--- config.mk ---
export PLATFORM = sky130hd
export DESIGN_NAME = miss_match
export DESIGN_NICKNAME = d
export VERILOG_FILES = /design/src/verilog/l1_miss_pkg.sv /design/src/verilog/miss_match.sv
export VERILOG_INCLUDE_DIRS = /design/src /design/src/include
export SDC_FILE = /design/constraint.sdc
export NUM_CORES = 1
export LEC_CHECK = 0
export ABC_AREA = 1
export BUFFER_PORTS_ARGS = -buffer_cell sky130_fd_sc_hd__buf_4
export CORE_ASPECT_RATIO = 1.5
export CORE_MARGIN = 2
export CORE_UTILIZATION = 44
export DETAILED_ROUTE_END_ITERATION = 10
export PLACE_DENSITY = 0.95
export SLEW_MARGIN = 20
export SYNTH_ARGS = -nofsm -noshare
export SYNTH_HDL_FRONTEND = slang
export SYNTH_SLANG_ARGS = --single-unit
--- constraint.sdc ---
create_clock -name vclk -period 1.3
set_clock_uncertainty 0.15 [all_clocks]
set_input_delay 0.065 -clock vclk [all_inputs]
set_output_delay 0.065 -clock vclk [all_outputs]
set_load 0.05 [all_outputs]
--- src/include/l1_miss_macros.svh ---
/*
 * Sizing for the L1 miss tracking unit.
 * L1_THREADS is both the thread count and the entry count, and must be 2 or more.
 * L1_LINE_ADDR_WIDTH is the byte address width minus the line offset bits.
 */

`ifndef L1_MISS_MACROS_SVH
`define L1_MISS_MACROS_SVH

// Hardware threads per core, one miss entry each
`define L1_THREADS 4

// Line address width, 32 bit byte address with 64 byte lines
`define L1_LINE_ADDR_WIDTH 26

`endif

--- src/verilog/l1_miss_pkg.sv ---
/*
 * Types shared by the L1 miss tracking unit.
 * Widths come from l1_miss_macros.svh, which must be on the include path.
 */

`include "l1_miss_macros.svh"

package l1_miss_pkg;

	// Cache line address, byte offset stripped
	typedef logic [`L1_LINE_ADDR_WIDTH - 1:0] line_addr_t;

	// Thread index, also used as entry index
	typedef logic [$clog2(`L1_THREADS) - 1:0] thread_idx_t;

	// One bit per thread
	typedef logic [`L1_THREADS - 1:0] thread_mask_t;

	// Life of a miss entry
	typedef enum logic [1:0]
	{
		ENTRY_IDLE = 2'd0,
		ENTRY_PENDING = 2'd1,
		ENTRY_SENT = 2'd2
	} entry_state_t;

	// One tracked miss
	typedef struct packed
	{
		entry_state_t state;
		thread_mask_t waiting;
		line_addr_t address;
		logic synchronized;
	} miss_entry_t;

	// Miss from the cache tag stage
	typedef struct packed
	{
		line_addr_t address;
		thread_idx_t thread_idx;
		logic synchronized;
	} miss_req_t;

	// Fill request toward memory
	typedef struct packed
	{
		line_addr_t address;
		thread_idx_t entry_idx;
	} fill_req_t;

endpackage

--- src/verilog/miss_match.sv ---
/*
 * Decodes an incoming miss against the entry table, purely combinational.
 * Synchronized misses never merge, in either direction.
 * collided_oh is not qualified by cache_miss; consumers must gate it.
 */

`timescale 1ns/1ps

`include "l1_miss_macros.svh"

module miss_match
	import l1_miss_pkg::*;
(
	// Incoming miss
	input  miss_req_t    miss_req,
	input  logic         cache_miss,

	// Current table image
	input  miss_entry_t  entries[`L1_THREADS],

	// Decoded results
	output thread_mask_t miss_thread_oh,
	output thread_mask_t collided_oh,
	output logic         alloc
);

	logic any_collision;

	for (genvar i = 0; i < `L1_THREADS; i++)
	begin : gen_match
		logic entry_live;
		logic addr_equal;
		logic can_merge;

		// Thread index to one-hot
		assign miss_thread_oh[i] = miss_req.thread_idx == thread_idx_t'(i);

		// Entry holds a miss, pending or already sent
		assign entry_live = entries[i].state != ENTRY_IDLE;

		// Same cache line
		assign addr_equal = entries[i].address == miss_req.address;

		// Merge only when neither side is synchronized
		assign can_merge = !entries[i].synchronized && !miss_req.synchronized;

		assign collided_oh[i] = entry_live && addr_equal && can_merge;
	end

	// Any entry already waiting on this line
	assign any_collision = |collided_oh;

	// New entry only when nothing can absorb the miss
	assign alloc = cache_miss && !any_collision;

endmodule

== Word level (Yosys, flattened, before mapping) ==
Cells that the tools add are included.

* Word-level logic and storage cells: 32
* Bits of input ports: 162
* Output and inout bits: 9
* Bits in registers: 0

* Reductions and logical operators: 25
* Equality and inequality tests: 7

{| class="wikitable"
|+ Operators by type and width
! operator !! number
|-
| $eq 26x26->1 || 4
|-
| $logic_and 1x1->1 || 13
|-
| $reduce_bool 2->1 || 4
|-
| $logic_not 1->1 || 6
|-
| $eq 2x2->1 const B || 2
|-
| $reduce_or 4->1 || 1
|-
| $eq 2x1->1 const B || 1
|-
| $logic_not 2->1 || 1
|}

== Logic depth before layout (Yosys ltp) ==
Gate-level depths: netlist (run 1).

* Depth after elaboration: 6
* Mapped depth: 11
* Gate-level depth less buffers: 10

== Worst setup path after synthesis (run 1) ==
Ideal clock, no wire load.

* Path type: in2out
* Start point: in miss_req[14] (netlist name)
* End point: out collided_oh[1]
* Stages on the path: 6
* Setup slack: -289 ps
* Required time: 1085 ps
* Data arrival time: 1374 ps
* Buffers on the path: 1
* Cell sequence: clkbuf_2 xnor2_1 nand2_1 nor3b_1 nand3_1 nor2_1

* Longest elaborated chain between the ends: 3

{| class="wikitable"
|+ RTL lines
! element !! RTL line !! RTL
|-
| start: declaration || miss_match.sv:15 || <nowiki>input miss_req_t miss_req,</nowiki>
|-
| $eq 26x26->1 || miss_match.sv:42 || <nowiki>assign addr_equal = entries[i].address == miss_req.address;</nowiki>
|-
| $logic_and 1x1->1 (2 in series) || miss_match.sv:47 || <nowiki>assign collided_oh[i] = entry_live && addr_equal && can_merge;</nowiki>
|-
| end: declaration || miss_match.sv:23 || <nowiki>output thread_mask_t collided_oh,</nowiki>
|}

Every way passes these cells.

== Worst setup path in the final report (run 1) ==
* Start point: in miss_req[0] (netlist name)
* End point: out alloc

* Longest elaborated chain between the ends: 6
* Elaborated cells between the ends (all ways): 12
* Those cells by class: 12 x reduce/logical

{| class="wikitable"
|+ RTL lines
! element !! RTL line !! RTL
|-
| $logic_not 1->1 (*) || miss_match.sv:45 || <nowiki>assign can_merge = !entries[i].synchronized && !miss_req.synchronized;</nowiki>
|-
| $logic_and 1x1->1 || miss_match.sv:45 ||
|-
| $logic_and 1x1->1 || miss_match.sv:47 ||
|-
| $reduce_or 4->1 (*) || miss_match.sv:51 || <nowiki>assign any_collision = |collided_oh;</nowiki>
|-
| $logic_not 1->1 (*) || miss_match.sv:54 || <nowiki>assign alloc = cache_miss && !any_collision;</nowiki>
|-
| $logic_and 1x1->1 (*) || miss_match.sv:54 ||
|-
| end: declaration || miss_match.sv:24 || <nowiki>output logic alloc</nowiki>
|}

Every way passes the cells marked *; elsewhere a longest branch is shown, timed or not.

==> results.sh, run 1 <==
export IMPL_initial_core_util=0.448
export IMPL_ctsHoldBuffers=0
export IMPL_syn_instance_count=483
export IMPL_leakage_uw=0.00237
export IMPL_p_sw_frac=0.495
export IMPL_worst_path_max_delay_cell="nor2_1"
export IMPL_numPortBuffers=155
export IMPL_synthToLayoutAreaGrowth_pct=90.2
export IMPL_syn_area_um2=2400
export IMPL_power_density_nw_per_um2=371
export IMPL_drt_first_pass_iters=5
export IMPL_drtIter0Drc=381
export IMPL_dpl_cell_area_um2=3840
export IMPL_syn_area_per_cell_um2=4.97
export IMPL_worstSetupPathType="input pin to output port"
export IMPL_worstPathArrival_ps=1380
export IMPL_cap_violations=0
export IMPL_antenna_found_initial=0
export IMPL_place_congestion=0.991
export IMPL_setup_ws_ps=-293
export IMPL_crit_required_ps=1090
export IMPL_synth_area_leaders="nand2_1 (26%), xnor2_1 (23%), nor2_1 (12%)"
export IMPL_p_comb_frac=1.000
export IMPL_coreArea_um2=5370
export IMPL_yosysUniqueCellTypes=31
export IMPL_ios=171
export IMPL_wirelength_um=13600
export IMPL_status="finished with violations"
export IMPL_hold_viol_final=0
export IMPL_dieWidth_um=64.3
export IMPL_yosysSeqAreaShare=0
export IMPL_hold_slack_ps=298
export IMPL_num_rows=33
export IMPL_drcViolationCount=0
export IMPL_min_period_over_period=1.23
export IMPL_grt_pass1_wl_um=17900
export IMPL_grt_use_total=0.380
export IMPL_final_common_cell="buf_4"
export IMPL_p_seq_frac=0
export IMPL_worstMarginPinSlew_ps=290
export IMPL_via_per_inst=5.63
export IMPL_setup_viol=5
export IMPL_violations="negative setup slack"
export IMPL_post_route_min_period_ps=1590
export IMPL_clock_buffers=0
export IMPL_final_util=0.851
export IMPL_hp_class="input pin to output port"
export IMPL_num_vias=4080
export IMPL_crit_chain="buf_4 > inv_2 > buf_4 > nand3_1 > nor2_1 > nand2_1 > nor2_1 > nand2_1 > nand2_2 > nor2_4 > buf_8"
export IMPL_cp_slowest_stage_delay_ps=220
export IMPL_clockPowerShare=0
export IMPL_antenna_cells=0
export IMPL_crit_buf_inv=4
export IMPL_slew_headroom=0.805
export IMPL_rsz0062_at_grt="true"
export IMPL_regArea_um2=0
export IMPL_n_sequential_cell=0
export IMPL_fmax_ghz=0.628
export IMPL_grt_ovfl_total=0
export IMPL_multiInputGateArea_um2=2590
export IMPL_hpwl_um=9490
export IMPL_grt_max_degree=9
export IMPL_design_die_area_um2=6080
export IMPL_grt_pass1_vias=3895
export IMPL_ir_worst_vdd_v=0.000214
export IMPL_cp_start_kind="input pin"
export IMPL_path_max_fanout=4
export IMPL_nets=819
export IMPL_end_kind="output port"
export IMPL_internal_power_uw=857
export IMPL_final_antenna_net_count=0
export IMPL_path_delay_family="simple AND/OR/NAND/NOR gates"
export IMPL_fillCellCount=325
export IMPL_yosysTopAreaCell="nand2_1"
export IMPL_yosys_area_top_type_share=0.256
export IMPL_final_area_um2=4570
export IMPL_synth_fp_nets=645
export IMPL_wl_per_cell_um=18.8
export IMPL_final_layout_size_suffix_gt1_frac=0.446
export IMPL_slew_viol_final=0
export IMPL_ys_warn_count=0
export IMPL_layout_common_cells="buf_4 (155), nand2_1 (152), nor2_1 (68)"
export IMPL_die_y_um=94.5
export IMPL_switchingPower_uw=839
[power by group through the flow]
stage / logic [uW] / clock network (uW) / registers (uW)
6_report: 1700 / 0 / 0
5_1_grt: 1790 / 0 / 0
4_1_cts: 1470 / 0 / 0
3_5_place_dp: 1330 / 0 / 0
3_3_place_gp: 1300 / 0 / 0
2_1_floorplan: 649 / 0 / 0
[layer usage]
| metal | part of all wire | track usage | vias to the layer above |
|---|---|---|---|
| met3 | 0.10 | 0.0274 | 117 |
| met4 | 0.089 | 0.220 | 0 |
| li1 | - | - | 1826 |
| met2 | 0.50 | 0.731 | 362 |
| met1 | 0.31 | 0.397 | 1775 |
| met5 | 0 | 0 | - |
[layout make-up]
cell class	instances	share of cell area
multi-input cells	401	0.568
repair buffers	187	0.348
inverters	67	0.0654
well taps	70	0.0192
[Yosys cell counts, types with 3 or more instances]
cell type / n
nand2_1: 164
nor2_1: 78
xnor2_1: 62
inv_1: 61
nand3_1: 16
nand4_1: 15
o21ai_0: 11
clkbuf_2: 9
xor2_1: 9
nor3_1: 8
inv_2: 6
nor3b_1: 6
or2_2: 5
o22ai_1: 4
or2_1: 4
buf_2: 3
buf_4: 3
[cell families (layout without fill, tap and decap cells)]
family	Yosys count	after routing	share of synthesized area
compound gates	24	24	0.0635
xor+xnor	71	71	0.259
buf+inv	82	254	0.139
simple gates	306	306	0.539
[stage by stage]
step	setup WS, ps	total power, uW	setup TNS, ps	cells
after floorplan	-82.0	649	-82.0	483
after global placement	-199	1300	-838	725
after detailed placement	-186	1330	-815	725
after CTS	-59.9	1470	-180	724
after global routing	-309	1790	-927	725
final	-293	1700	-657	725
[worst paths after layout]
| kind | slack [ps] | cells after the start | from | endpoint |
|---|---|---|---|---|
| setup / recovery | -290 | 11 | miss_req[0] | alloc |
| hold / removal | 300 | 3 | miss_req[1] | miss_thread_oh[0] |
[timing repair]
item	4_1_cts	5_1_grt
gates resized for setup	88	73
setup endpoints to repair	5	5
buffers inserted	0	1
pin swaps	43	39
Power figures use the tool's default switching activity.
==> run 2, diff against run 1 <==
--- a/config.mk
+++ b/config.mk
@@ -7,7 +7,7 @@
 export NUM_CORES = 1
 export LEC_CHECK = 0
 export ABC_AREA = 1
-export BUFFER_PORTS_ARGS = -buffer_cell sky130_fd_sc_hd__buf_4
+export BUFFER_PORTS_ARGS = -buffer_cell sky130_fd_sc_hd__buf_2
 export CORE_ASPECT_RATIO = 1.5
 export CORE_MARGIN = 2
 export CORE_UTILIZATION = 44
==> results.sh, run 2 (synthesis results as in run 1) <==
export IMPL_wirelength_um=13200
export IMPL_crit_required_ps=1090
export IMPL_path_max_fanout=3
export IMPL_final_util=0.810
export IMPL_synthToLayoutAreaGrowth_pct=81.1
export IMPL_slew_viol_final=0
export IMPL_rsz0062_at_grt="true"
export IMPL_cp_start_kind="input pin"
export IMPL_antenna_found_initial=0
export IMPL_num_vias=4107
export IMPL_ios=171
export IMPL_violations="negative setup slack"
export IMPL_cp_slowest_stage_delay_ps=140
export IMPL_crit_chain="buf_6 > buf_6 > inv_2 > nand2_1 > nand2_2 > nand2_1 > nor2_1 > nand2_1 > nor2_1 > nand2_1 > nand3_2 > nor2_4 > buf_8"
export IMPL_coreArea_um2=5370
export IMPL_worst_path_max_delay_cell="buf_8"
export IMPL_grt_pass1_wl_um=19100
export IMPL_clock_buffers=0
export IMPL_grt_ovfl_total=0
export IMPL_dieWidth_um=64.3
export IMPL_slew_headroom=0.809
export IMPL_final_cells=732
export IMPL_setup_viol=5
export IMPL_power_density_nw_per_um2=369
export IMPL_nets=826
export IMPL_final_common_cell="nand2_1"
export IMPL_antenna_cells=0
export IMPL_end_kind="output port"
export IMPL_hpwl_um=9440
export IMPL_power_total_uw=1610
export IMPL_worstSetupPathType="input pin to output port"
export IMPL_leakage_uw=0.00229
export IMPL_hp_class="input pin to output port"
export IMPL_crit_buf_inv=4
export IMPL_die_y_um=94.5
export IMPL_initial_core_util=0.448
export IMPL_drtIter0Drc=305
export IMPL_regArea_um2=0
export IMPL_worstPathArrival_ps=1240
export IMPL_worstMarginPinSlew_ps=286
export IMPL_grt_max_degree=9
export IMPL_cap_violations=0
export IMPL_ir_worst_vdd_v=0.000199
export IMPL_place_congestion=0.973
export IMPL_design_die_area_um2=6080
export IMPL_setup_ws_ps=-157
export IMPL_path_delay_family="simple AND/OR/NAND/NOR gates"
export IMPL_n_sequential_cell=0
export IMPL_drcViolationCount=0
export IMPL_numPortBuffers=155
export IMPL_fmax_ghz=0.687
export IMPL_wl_per_cell_um=18.0
export IMPL_final_antenna_net_count=0
export IMPL_dp_cells=731
export IMPL_place_ws_ps=-247
export IMPL_drt_first_pass_iters=7
export IMPL_hold_viol_final=0
export IMPL_hold_slack_ps=329
export IMPL_grt_pass1_vias=4117
export IMPL_via_per_inst=5.61
export IMPL_final_layout_size_suffix_gt1_frac=0.458
export IMPL_layout_common_cells="nand2_1 (152), buf_2 (121), nor2_1 (70)"
export IMPL_min_period_over_period=1.12
export IMPL_num_rows=33
export IMPL_cpMostUsedCell="nand2_1"
export IMPL_status="finished with violations"
export IMPL_post_route_min_period_ps=1460
export IMPL_grt_use_total=0.405
run 2: path summary, 6_finish.rpt:
| check | start | end | slack (ps) | cells after the start |
|---|---|---|---|---|
| setup / recovery | miss_req[28] | alloc | -160 | 13 |
| hold / removal | miss_req[1] | miss_thread_oh[0] | 330 | 3 |
run 2: layout make-up:
type | instances | area, um^2
Timing Repair Buffer | 194 | 1340
Tap cell | 70 | 87.6
Multi-Input combinational cell | 401 | 2640
Fill cell | 345 | 1020
Inverter | 67 | 282
run 2: repair_timing:
action | in CTS | in global routing
gates resized for setup | 159 | 34
setup endpoints to repair | 5 | 5
pin swaps | 74 | 22
hold buffers | 0 | 0
buffers inserted | 1 | 0
run 2: through the flow:
stage / instance area (um^2) / TNS [ps]
final: 4350 / -566
after global routing: 4350 / -837
after CTS: 4180 / -205
after detailed placement: 3510 / -1120
after global placement: 3510 / -1130
after floorplan: 2430 / -82.0
run 2: power by group:
group	total, uW	leakage, uW	switching [uW]	internal [uW]
logic	1610	0.00229	845	763
clock network	0	0	0	0
registers	0	0	0	0
total	1610	0.00229	845	763
run 2: per-layer routing:
metal  track usage  vias to the layer above  part of all wire
li1              -                     1851                 -
met3        0.0656                      122             0.082
met1         0.397                     1802              0.32
met5             0                        -                 0
met2         0.765                      332              0.50
met4         0.273                        0             0.094
