File: src/include/l1_miss_macros.svh
/*
 * Sizing for the L1 miss tracking unit.
 * L1_THREADS is both the thread count and the entry count, and must be 2 or more.
 * L1_LINE_ADDR_WIDTH is the byte address width minus the line offset bits.
 */

`ifndef L1_MISS_MACROS_SVH
`define L1_MISS_MACROS_SVH

// Hardware threads per core, one miss entry each
`define L1_THREADS 4

// Line address width, 32 bit byte address with 64 byte lines
`define L1_LINE_ADDR_WIDTH 26

`endif

File: src/verilog/l1_miss_pkg.sv
/*
 * Types shared by the L1 miss tracking unit.
 * Widths come from l1_miss_macros.svh, which must be on the include path.
 */

`include "l1_miss_macros.svh"

package l1_miss_pkg;

	// Cache line address, byte offset stripped
	typedef logic [`L1_LINE_ADDR_WIDTH - 1:0] line_addr_t;

	// Thread index, also used as entry index
	typedef logic [$clog2(`L1_THREADS) - 1:0] thread_idx_t;

	// One bit per thread
	typedef logic [`L1_THREADS - 1:0] thread_mask_t;

	// Life of a miss entry
	typedef enum logic [1:0]
	{
		ENTRY_IDLE = 2'd0,
		ENTRY_PENDING = 2'd1,
		ENTRY_SENT = 2'd2
	} entry_state_t;

	// One tracked miss
	typedef struct packed
	{
		entry_state_t state;
		thread_mask_t waiting;
		line_addr_t address;
		logic synchronized;
	} miss_entry_t;

	// Miss from the cache tag stage
	typedef struct packed
	{
		line_addr_t address;
		thread_idx_t thread_idx;
		logic synchronized;
	} miss_req_t;

	// Fill request toward memory
	typedef struct packed
	{
		line_addr_t address;
		thread_idx_t entry_idx;
	} fill_req_t;

endpackage

File: src/verilog/miss_entry_table.sv
/*
 * Entry state for the L1 miss tracking unit, one entry per thread.
 * Caller keeps the rules: a thread misses only with its entry idle and not
 * waiting elsewhere, a wake never names an idle entry, and a wake and a miss
 * never touch the same entry in one cycle.
 */

`timescale 1ns/1ps

`include "l1_miss_macros.svh"

module miss_entry_table
	import l1_miss_pkg::*;
(
	input  logic         clk,
	input  logic         reset,

	// Decoded miss
	input  miss_req_t    miss_req,
	input  thread_mask_t miss_thread_oh,
	input  thread_mask_t collided_oh,
	input  logic         alloc,
	input  logic         cache_miss,

	// Fill request handshake
	input  logic         dequeue_ack,
	input  thread_mask_t grant_oh,
	input  thread_idx_t  grant_idx,

	// Fill returned
	input  logic         wake_en,
	input  thread_idx_t  wake_idx,

	// Table image for the matcher
	output miss_entry_t  entries[`L1_THREADS],

	// Entries still to be sent
	output thread_mask_t pending_oh,

	output logic         dequeue_ready,
	output fill_req_t    dequeue_req,
	output thread_mask_t wake_oh
);

	for (genvar i = 0; i < `L1_THREADS; i++)
	begin : gen_entry
		entry_state_t state;
		thread_mask_t waiting;
		line_addr_t address;
		logic synchronized;
		logic ack_hit;
		logic alloc_hit;
		logic wake_hit;
		logic merge_hit;

		// Fill request for this entry accepted
		assign ack_hit = dequeue_ack && grant_oh[i];

		// New miss lands in the issuing thread's own entry
		assign alloc_hit = alloc && miss_thread_oh[i];

		assign wake_hit = wake_en && wake_idx == thread_idx_t'(i);

		// Another thread joins this entry
		assign merge_hit = cache_miss && collided_oh[i];

		// Priority per entry is ack, then allocate, then free
		always_ff @(posedge clk, posedge reset)
		begin
			if (reset)
			begin
				state <= ENTRY_IDLE;
				waiting <= '0;
			end
			else
			begin
				if (ack_hit)
					state <= ENTRY_SENT;
				else if (alloc_hit)
				begin
					state <= ENTRY_PENDING;
					waiting <= miss_thread_oh;
				end
				else if (wake_hit)
					state <= ENTRY_IDLE;

				// Merge rides on top, may coincide with an ack
				if (merge_hit)
					waiting <= waiting | miss_thread_oh;
			end
		end

		// Line address and sync flag captured once per allocation
		always_ff @(posedge clk)
		begin
			if (alloc_hit)
			begin
				address <= miss_req.address;
				synchronized <= miss_req.synchronized;
			end
		end

		assign pending_oh[i] = state == ENTRY_PENDING;

		assign entries[i].state = state;
		assign entries[i].waiting = waiting;
		assign entries[i].address = address;
		assign entries[i].synchronized = synchronized;
	end

	// Something left to send
	assign dequeue_ready = |pending_oh;

	// Granted entry goes out, held until acked
	assign dequeue_req.address = entries[grant_idx].address;
	assign dequeue_req.entry_idx = grant_idx;

	// Threads to release on this fill
	assign wake_oh = wake_en ? entries[wake_idx].waiting : '0;

endmodule

File: config.mk
export PLATFORM = sky130hd
export DESIGN_NAME = miss_entry_table
export DESIGN_NICKNAME = d
export VERILOG_FILES = /design/src/verilog/l1_miss_pkg.sv /design/src/verilog/miss_entry_table.sv
export VERILOG_INCLUDE_DIRS = /design/src /design/src/include
export SDC_FILE = /design/constraint.sdc
export NUM_CORES = 1
export LEC_CHECK = 0
export ABC_CLOCK_PERIOD_IN_PS = 1100
export BUFFER_PORTS_ARGS = -buffer_cell sky130_fd_sc_hd__buf_2
export CAP_MARGIN = 10
export CELL_PAD_IN_SITES_DETAIL_PLACEMENT = 0
export CELL_PAD_IN_SITES_GLOBAL_PLACEMENT = 1
export CORE_MARGIN = 4
export CORE_UTILIZATION = 38
export DETAILED_ROUTE_END_ITERATION = 8
export GPL_ROUTABILITY_DRIVEN = 0
export PLACE_DENSITY_LB_ADDON = 0.3
export SYNTH_ARGS = -nofsm -noshare
export SYNTH_HDL_FRONTEND = slang
export SYNTH_SLANG_ARGS = --single-unit
File: constraint.sdc
create_clock -name clk -period 1.1 [get_ports clk]
set_input_delay 0 -clock clk [delete_from_list [all_inputs] [get_ports clk]]
set_output_delay 0 -clock clk [all_outputs]
set_load 0.02 [all_outputs]
Word-level counts from Yosys, hierarchy flattened
Index checks and enable logic that the tools add are counted.

operators by class
  reduce and logical (&&, ||, !) cells = 30
  multiplexer cells = 31
  equality and inequality tests = 11
  shift operators = 0
  order comparisons = 2
  div/mod/pow operators = 0
  add/subtract/negate cells = 0
  bitwise logic cells = 6
  $mul = 0

operators with widths
  cell                                                             count
  33-bit binary-select mux with 2-bit select                       2
  31-bit two-way mux                                               2
  27-bit two-way mux                                               2
  4-bit two-way mux                                                13
  2-bit two-way mux                                                12
  1-bit logical AND                                                16
  4-bit bitwise OR                                                 4
  3-bit nonzero test                                               4
  2-bit by 1-bit == test with 1-bit output, second input constant  5
  2-bit by 1-bit != test with 1-bit output, second input constant  4
  2-bit AND reduction                                              4
  2-bit nonzero test                                               4
  3-bit greater-or-equal comparator, second input constant         2
  2-bit NOT with 3-bit output                                      2
  2-bit == test, second input constant                             2
  4-bit OR reduction                                               1
  2-bit logical NOT                                                1

storage, ports and cells
  bits in read-only memories = 0
  bits in writable memories = 0
  memories = 0
  register bits after elaboration = 132
  latch bits = 0

Logic depth before layout (Yosys ltp)
Gate-level depths: netlist of run 1.

  depth after elaboration = 5
  depth in mapped cells = 5
  depth with buffers taken out = 4

Worst setup path before layout of run 1
No wires, ideal clock.

  path type = input to register
  start = in alloc
  end = reg gen_entry[3].waiting[0]
  path slack = -238 ps
  stages = 5
  arrival = 1243 ps
  data required time = 1006 ps
  setup time = 94 ps
  path through = buf_2 > nand2_1 > inv_1 > a211oi_1 > a211oi_1

on the way
  longest elaborated chain between the ends = 3

ends and longest elaborated chain
  what                                  line                    text
  from (decl)                           miss_entry_table.sv:22  input logic alloc,
  1-bit logical AND                     miss_entry_table.sv:60  assign alloc_hit = alloc && miss_thread_oh[i];
  via gen_entry[3].alloc_hit            miss_entry_table.sv:52  logic alloc_hit;
  2-bit nonzero test (no source line)   --
  2-bit AND reduction (no source line)  --
  to (signal assigned)                  miss_entry_table.sv:82  waiting <= miss_thread_oh;
  to (signal assigned)                  miss_entry_table.sv:89  waiting <= waiting | miss_thread_oh;
  to (decl)                             miss_entry_table.sv:48  thread_mask_t waiting;

The timed path passes the listed nets, and every way through them passes these cells.
A chain may end at the register's enable or synchronous reset.

Final worst setup path of run 1
  start = reg gen_entry[0].state[0]
  end = out dequeue_ready

on the way
  longest elaborated chain between the ends = 2

ends and longest elaborated chain
  what                                      line                     text
  from (decl)                               miss_entry_table.sv:47   entry_state_t state;
  from (signal assigned)                    miss_entry_table.sv:72   state <= ENTRY_IDLE;
  from (signal assigned)                    miss_entry_table.sv:78   state <= ENTRY_SENT;
  from (signal assigned)                    miss_entry_table.sv:81   state <= ENTRY_PENDING;
  2-bit by 1-bit == test with 1-bit output  miss_entry_table.sv:103  assign pending_oh[i] = state == ENTRY_PENDING;
  4-bit OR reduction                        miss_entry_table.sv:112  assign dequeue_ready = |pending_oh;
  to (decl)                                 miss_entry_table.sv:40   output logic dequeue_ready,

Every way passes these cells.

==> results.toml, run 1 <==
[layout]
stdcell_area_sq_um = 8870
areaGrowthSynthToFinish_pct = 68.4
number_of_filler_cells_placed_in_the_layout = 918
layout.cells.most_common_list = "buf_2, buf_6, edfxtp_1, buf_4, dlygate4sd3_1"
nNetsFinal = 668
postLayoutCoreUtil_pct = 66.2
layout-drive-gt1-share_pct = 63.0
antenna_cells_inserted = 0
finish.cell_count_without_fillers = 806
commonest_non_fill_non_tap_cell_in_the_layout = "buf_2"

[floorplan]
floorplan.die_area_sq_um = 15800
floorplan.die.width_microns = 126
fp.dieH_microns = 126
floorplan.initialDensity_pct = 39.3
io_pins = 220
rows = 42
core_region_area_sq_um = 13400

[worst_setup_path]
crit_path_cell_trace = "nor2b_4 -> or4_4 -> buf_6"
worstPathMaxFanout = 2
criticalPathCategory = "reg2out"
worst_ep_required_time_ps = 1100
cp-end-kind = "primary output"
slowest_stage = "or4_4"
worst_path_arrival_ps = 1600
timing.critical_path.slowest_cell_delay_ps = 510
cp-start-kind = "flip-flop"

[clock_network]
h_tree_depth = 4
clkLatencyLatePin_ps = 400
cts_sinks = 132
clockBufferDepth = 2
clock_root_buffer_master = "clkbuf_16"
worst_setup_hold_path_clk_slew_ps = 60
tritoncts = "done"
number_of_cts_inserted_buffers = 17

[power]
vdd_drop_max_v = 0.000961
static-leakage-power_nw = 3.63
power.total_mw = 15.5
power-per-cell-area_nw_per_um2 = 1750

[place]
dp_slack_ps = -95.6
hpwl_microns = 10900
place.detailed.instances = 707
port_buffers = 217
placed_cell_area_sq_um = 6970

[sta]
fin_hold_ws_ps = 12.8
layout_setup_ws_ps = -496
worst_clock_skew_ps = 0
tns_ps = -11690
relSlewSlack_pct = 74.2
max_freq_mhz = 627
timing_hold_violations_final = 0
timing_max_transition_violations_final = 0
finalCritPeriodShare_pct = 145
tightest_slew_ps = 384
fin_crit_ps = 1600
grt_setup_unrepaired = "true"
setup_viol = 38

[route]
drtIter0Drc = 172
first_pass_iters = 4
drt-vias-per-instance = 4.95
drtAntennaViolNets = 0
route.vias.total = 3993
totalWireLength_microns = 15700
wl_per_cell_microns = 19.5
drc_errors = 0

[global_route]
grt_pass1_wl_microns = 23600
antenna_found_initial = 0
vias_in_the_first_global_route = 4262
grt_overflow = 0
grt_max_degree = 29
grt.total_usage_pct = 19.5

[yosys]
syn-num-nets = 341
synth.distinct_cells = 32
synth_sequential_area_ratio_pct = 73.0
yosys_warnings = 0
synthesis.instances = 290
post_synth.cell_area_avg_sq_um = 18.2
synth_area_sq_um = 5270
flip_flop_and_latch_count_after_synthesis = 132

[worst_hold_path]
min-delay-path-class = "in2reg"

[flow_run]
max_cap_check_violation_count = 0

[outcome]
failed_checks = "negative setup slack"
status = "complete, but fails checks"
## worst paths after layout
path / from / end / slack (ps) / depth (start not counted)
worst max-delay path: gen_entry[0].state[0] / dequeue_ready / -500 / 3
worst min-delay path: miss_thread_oh[1] / gen_entry[1].waiting[1] / 10 / 3
worst max register to register: gen_entry[0].waiting[3] / gen_entry[0].waiting[3] / 40 / 4
worst min register to register: gen_entry[0].waiting[0] / gen_entry[0].waiting[0] / 560 / 2
max in group asynchronous: reset / gen_entry[3].state[0] / 630 / 4
min in group asynchronous: reset / gen_entry[1].waiting[1] / 190 / 4
## Yosys cell counts
cell / n / area, sq um
clkbuf_1: 6 / 22.5
a31o_2: 1 / 8.76
nor3_1: 6 / 30.0
a21oi_1: 6 / 30.0
nor2_1: 18 / 67.6
nor4_1: 9 / 56.3
o21bai_1: 3 / 22.5
o211ai_1: 1 / 7.51
nor2b_1: 4 / 25.0
clkbuf_2: 1 / 5.00
nand2_2: 1 / 6.26
buf_4: 6 / 45.0
buf_6: 4 / 45.0
or4_1: 1 / 7.51
and2_4: 1 / 8.76
a311oi_1: 6 / 52.6
a211o_1: 1 / 8.76
or3b_2: 1 / 8.76
and2_2: 2 / 15.0
nand3b_1: 1 / 7.51
or2_4: 1 / 8.76
edfxtp_1: 108 / 3240
o21ai_0: 1 / 5.00
mux4_2: 30 / 676
and2_1: 8 / 50.1
nand2_1: 12 / 45.0
a21o_1: 3 / 22.5
nand3_1: 3 / 15.0
dfrtp_1: 24 / 601
a211oi_1: 9 / 67.6
inv_1: 5 / 18.8
buf_2: 7 / 35.0
## critical path, delay by kind of cell, from the launching register on
family | cells | cell delay [ps]
buffers and inverters | 1 | 150
and+or+nand+nor | 2 | 640
DFF | 1 | 400
## sequential cells by signal, indices dropped and copies added, names as in the netlist
signal and cells:
gen_entry.state 8, gen_entry.address 104, gen_entry.waiting 16, gen_entry.synchronized 4
## report_power, final
group	switching [mW]	leakage, nW	total (mW)	internal, mW
Combinational	1.74	2.05	3.51	1.77
Clock	2.10	0.298	5.92	3.82
Sequential	0.234	1.27	6.11	5.88
## logic make-up after synthesis
logic type | after synthesis | synth area share [%]
AO/OA/AOI/OAI | 31 | 4.28
flip-flops | 132 | 73.0
buffers and inverters | 29 | 3.25
AND/OR/NAND/NOR | 68 | 6.67
multiplexers | 30 | 12.8
## what timing repair did
action / in CTS / in global routing
endpoints found under the setup margin: 55 / 76
buffers inserted: 22 / 28
gates cloned: 0 / 0
pin swaps: 4 / 3
resized for setup: 136 / 76
hold buffers: 37 / 0
endpoints found under the hold margin: 141 / 0
## area by class of cell
type | count | area, sq um | share of cell area [%]
sequential | 132 | 3860 | 43.5
tap | 176 | 220 | 2.48
clock inverter | 14 | 200 | 2.26
multi-input combinational | 129 | 1340 | 15.1
timing repair buffer | 332 | 2790 | 31.4
clock buffer | 18 | 429 | 4.84
inverter | 5 | 33.8 | 0.381
## layer usage
layer / global-route usage (%) / up-vias / routed length, microns
met4: 7.07 / 0 / 315
met2: 33.4 / 180 / 8130
met5: 0 / - / 0
li1: - / 1808 / -
met3: 6.05 / 24 / 1210
met1: 23.3 / 1981 / 6050
(Power assumes the default switching activity.)
==> run 2: changes to the inputs <==
==> constraint.sdc (replaced) <==
create_clock -name clk -period 1.1 [get_ports clk]
set_input_delay 0 -clock clk [delete_from_list [all_inputs] [get_ports clk]]
set_output_delay 0 -clock clk [all_outputs]
set_load 0.005 [all_outputs]
==> run 2 against run 1 <==
  * Sequential power is essentially flat
  * Highest routed layer unchanged
  * Utilization shrank 2.7 points
  * Power shrank 9.3%
  * The flow still finishes with violations (negative setup slack)
==> results.toml, run 2 (synthesis results as in run 1) <==
[outcome]
status = "complete, but fails checks"
failed_checks = "negative setup slack"

[flow_run]
max_cap_check_violation_count = 0

[worst_hold_path]
holdPathStages = 3
hold_end = "gen_entry[2].state[1]"
hold_path.startpoint = "wake_idx[0]"
min-delay-path-class = "in2reg"

[floorplan]
rows = 42
floorplan.initialDensity_pct = 39.3
floorplan.die.width_microns = 126
io_pins = 220
floorplan.die_area_sq_um = 15800
fp.dieH_microns = 126
core_region_area_sq_um = 13400

[power]
power-per-cell-area_nw_per_um2 = 1660
static-leakage-power_nw = 3.55
vdd_drop_max_v = 0.00111
power.total_mw = 14.1

[clock_network]
number_of_cts_inserted_buffers = 17
clkLatencyLatePin_ps = 410
tritoncts = "done"
clock_root_buffer_master = "clkbuf_16"
h_tree_depth = 4
worst_setup_hold_path_clk_slew_ps = 50
clockBufferDepth = 2
cts_sinks = 132

[sta]
timing_hold_violations_final = 0
layout_setup_ws_ps = -463
finalCritPeriodShare_pct = 142
timing_max_transition_violations_final = 0
max_freq_mhz = 640
tns_ps = -10990
tightest_slew_ps = 327
fin_crit_ps = 1560
grt_setup_unrepaired = "true"
setup_viol = 37
worst_clock_skew_ps = 0
relSlewSlack_pct = 78.2

[worst_setup_path]
worstPathMaxFanout = 2
criticalPathCategory = "reg2out"
worst_ep_required_time_ps = 1100
cp-start-kind = "flip-flop"
timing.rr.start = "gen_entry[3].waiting[0]"
regToRegSetupSlack_ps = 100
worst_path_arrival_ps = 1560
r2r.worst_path.cells = 4
cp-end-kind = "primary output"
terminus_of_the_critical_flop_to_flop_path = "gen_entry[3].waiting[0]"

[route]
drt-vias-per-instance = 4.95
highest_layer = "met4"
first_pass_iters = 4
drc_errors = 0
routed-wl-met3_microns = 1330
route.vias.total = 4036
wl_per_cell_microns = 19.2
drtAntennaViolNets = 0
detail_route.wirelength.met1_microns = 6140
drtIter0Drc = 254
wl_met2_microns = 7990
totalWireLength_microns = 15700

[layout]
storage_element_area_sq_um = 3840
finish.cell_count_without_fillers = 816
areaGrowthSynthToFinish_pct = 61.5
layout.cells.most_common_list = "buf_2, edfxtp_1, buf_4, buf_6, dlygate4sd3_1"
biggestRegsByFlops = "gen_entry.address x104, gen_entry.waiting x16, gen_entry.state x8"
number_of_filler_cells_placed_in_the_layout = 968
largest_register_ffs = 104
layout-drive-gt1-share_pct = 60.5
nNetsFinal = 678
commonest_non_fill_non_tap_cell_in_the_layout = "buf_2"
postLayoutCoreUtil_pct = 63.5
top_register = "gen_entry.address"
antenna_cells_inserted = 0
total_area_of_multi_input_combinational_cells_sq_um = 1310

[place]
port_buffers = 217
hpwl_microns = 11100
place.detailed.instances = 709

[global_route]
grt_overflow = 0
antenna_found_initial = 0
grt.total_usage_pct = 19.5
grt_pass1_wl_microns = 23700
grt_max_degree = 29
vias_in_the_first_global_route = 4154
==> run 2: cell count changes in the layout (fill, tap and decap cells not counted), sizes merged <==
cell	previous run	this run
inv	4	2
clkbuf	18	19
bufinv	4	3
clkinv	4	5
dlygate4sd3	37	34
clkinvlp	7	8
dlymetal6s4s	0	1
buf	295	307
==> run 2: worst max-delay path by stage <==
stage	start	depth (start not counted)	endpoint	slack, ps
after CTS	gen_entry[2].state[0]	3	dequeue_ready	-480
final	gen_entry[0].state[0]	3	dequeue_ready	-460
after detailed placement	gen_entry[3].state[0]	3	dequeue_ready	-60
after global routing	gen_entry[0].state[0]	3	dequeue_ready	-510
after floorplan	alloc	5	gen_entry[3].waiting[1]	-20
after global placement	gen_entry[3].state[0]	3	dequeue_ready	-70
==> run 2: metal layers <==
| metal | vias to the layer above | GRT usage [%] |
|---|---|---|
| met1 | 1997 | 23.8 |
| met2 | 195 | 33.2 |
| met3 | 15 | 6.39 |
| met5 | - | 0 |
| li1 | 1829 | - |
| met4 | 0 | 5.87 |
==> run 2: power breakdown <==
group / switching (mW) / internal (mW) / leakage [nW]
registers: 0.215 / 5.86 / 1.29
clock network: 2.00 / 3.55 / 0.275
logic: 1.04 / 1.43 / 1.99
==> run 2: critical path, cell delays in order (launching register included) <==
cell     delay (ps)
dfrtp_1         370
nor2b_4         130
or4_1           510
buf_2           140
==> run 2: cell type report <==
class / instances / area share (%)
sequential: 132 / 45.2
timing repair buffer: 342 / 29.5
multi-input combinational: 129 / 15.4
clock buffer: 19 / 5.09
tap: 176 / 2.59
clock inverter: 13 / 1.87
inverter: 5 / 0.397
==> run 2: stage by stage <==
stage | cell area (sq um) | hold slack (ps) | worst slack, ps
after global routing | 8510 | 25.8 | -514
after floorplan | 5330 | 14.6 | -17.8
after detailed placement | 6950 | 73.6 | -57.6
after global placement | 6950 | 60.0 | -66.7
final | 8510 | 13.0 | -463
after CTS | 8250 | 0.608 | -480
==> run 2: what timing repair did <==
item | 4_1_cts | 5_1_grt
hold buffers | 35 | 0
setup buffers | 34 | 25
hold endpoints to repair | 141 | 0
pin swaps | 4 | 1
gates cloned | 0 | 0
endpoints found under the setup margin | 35 | 68
resized for setup | 23 | 42
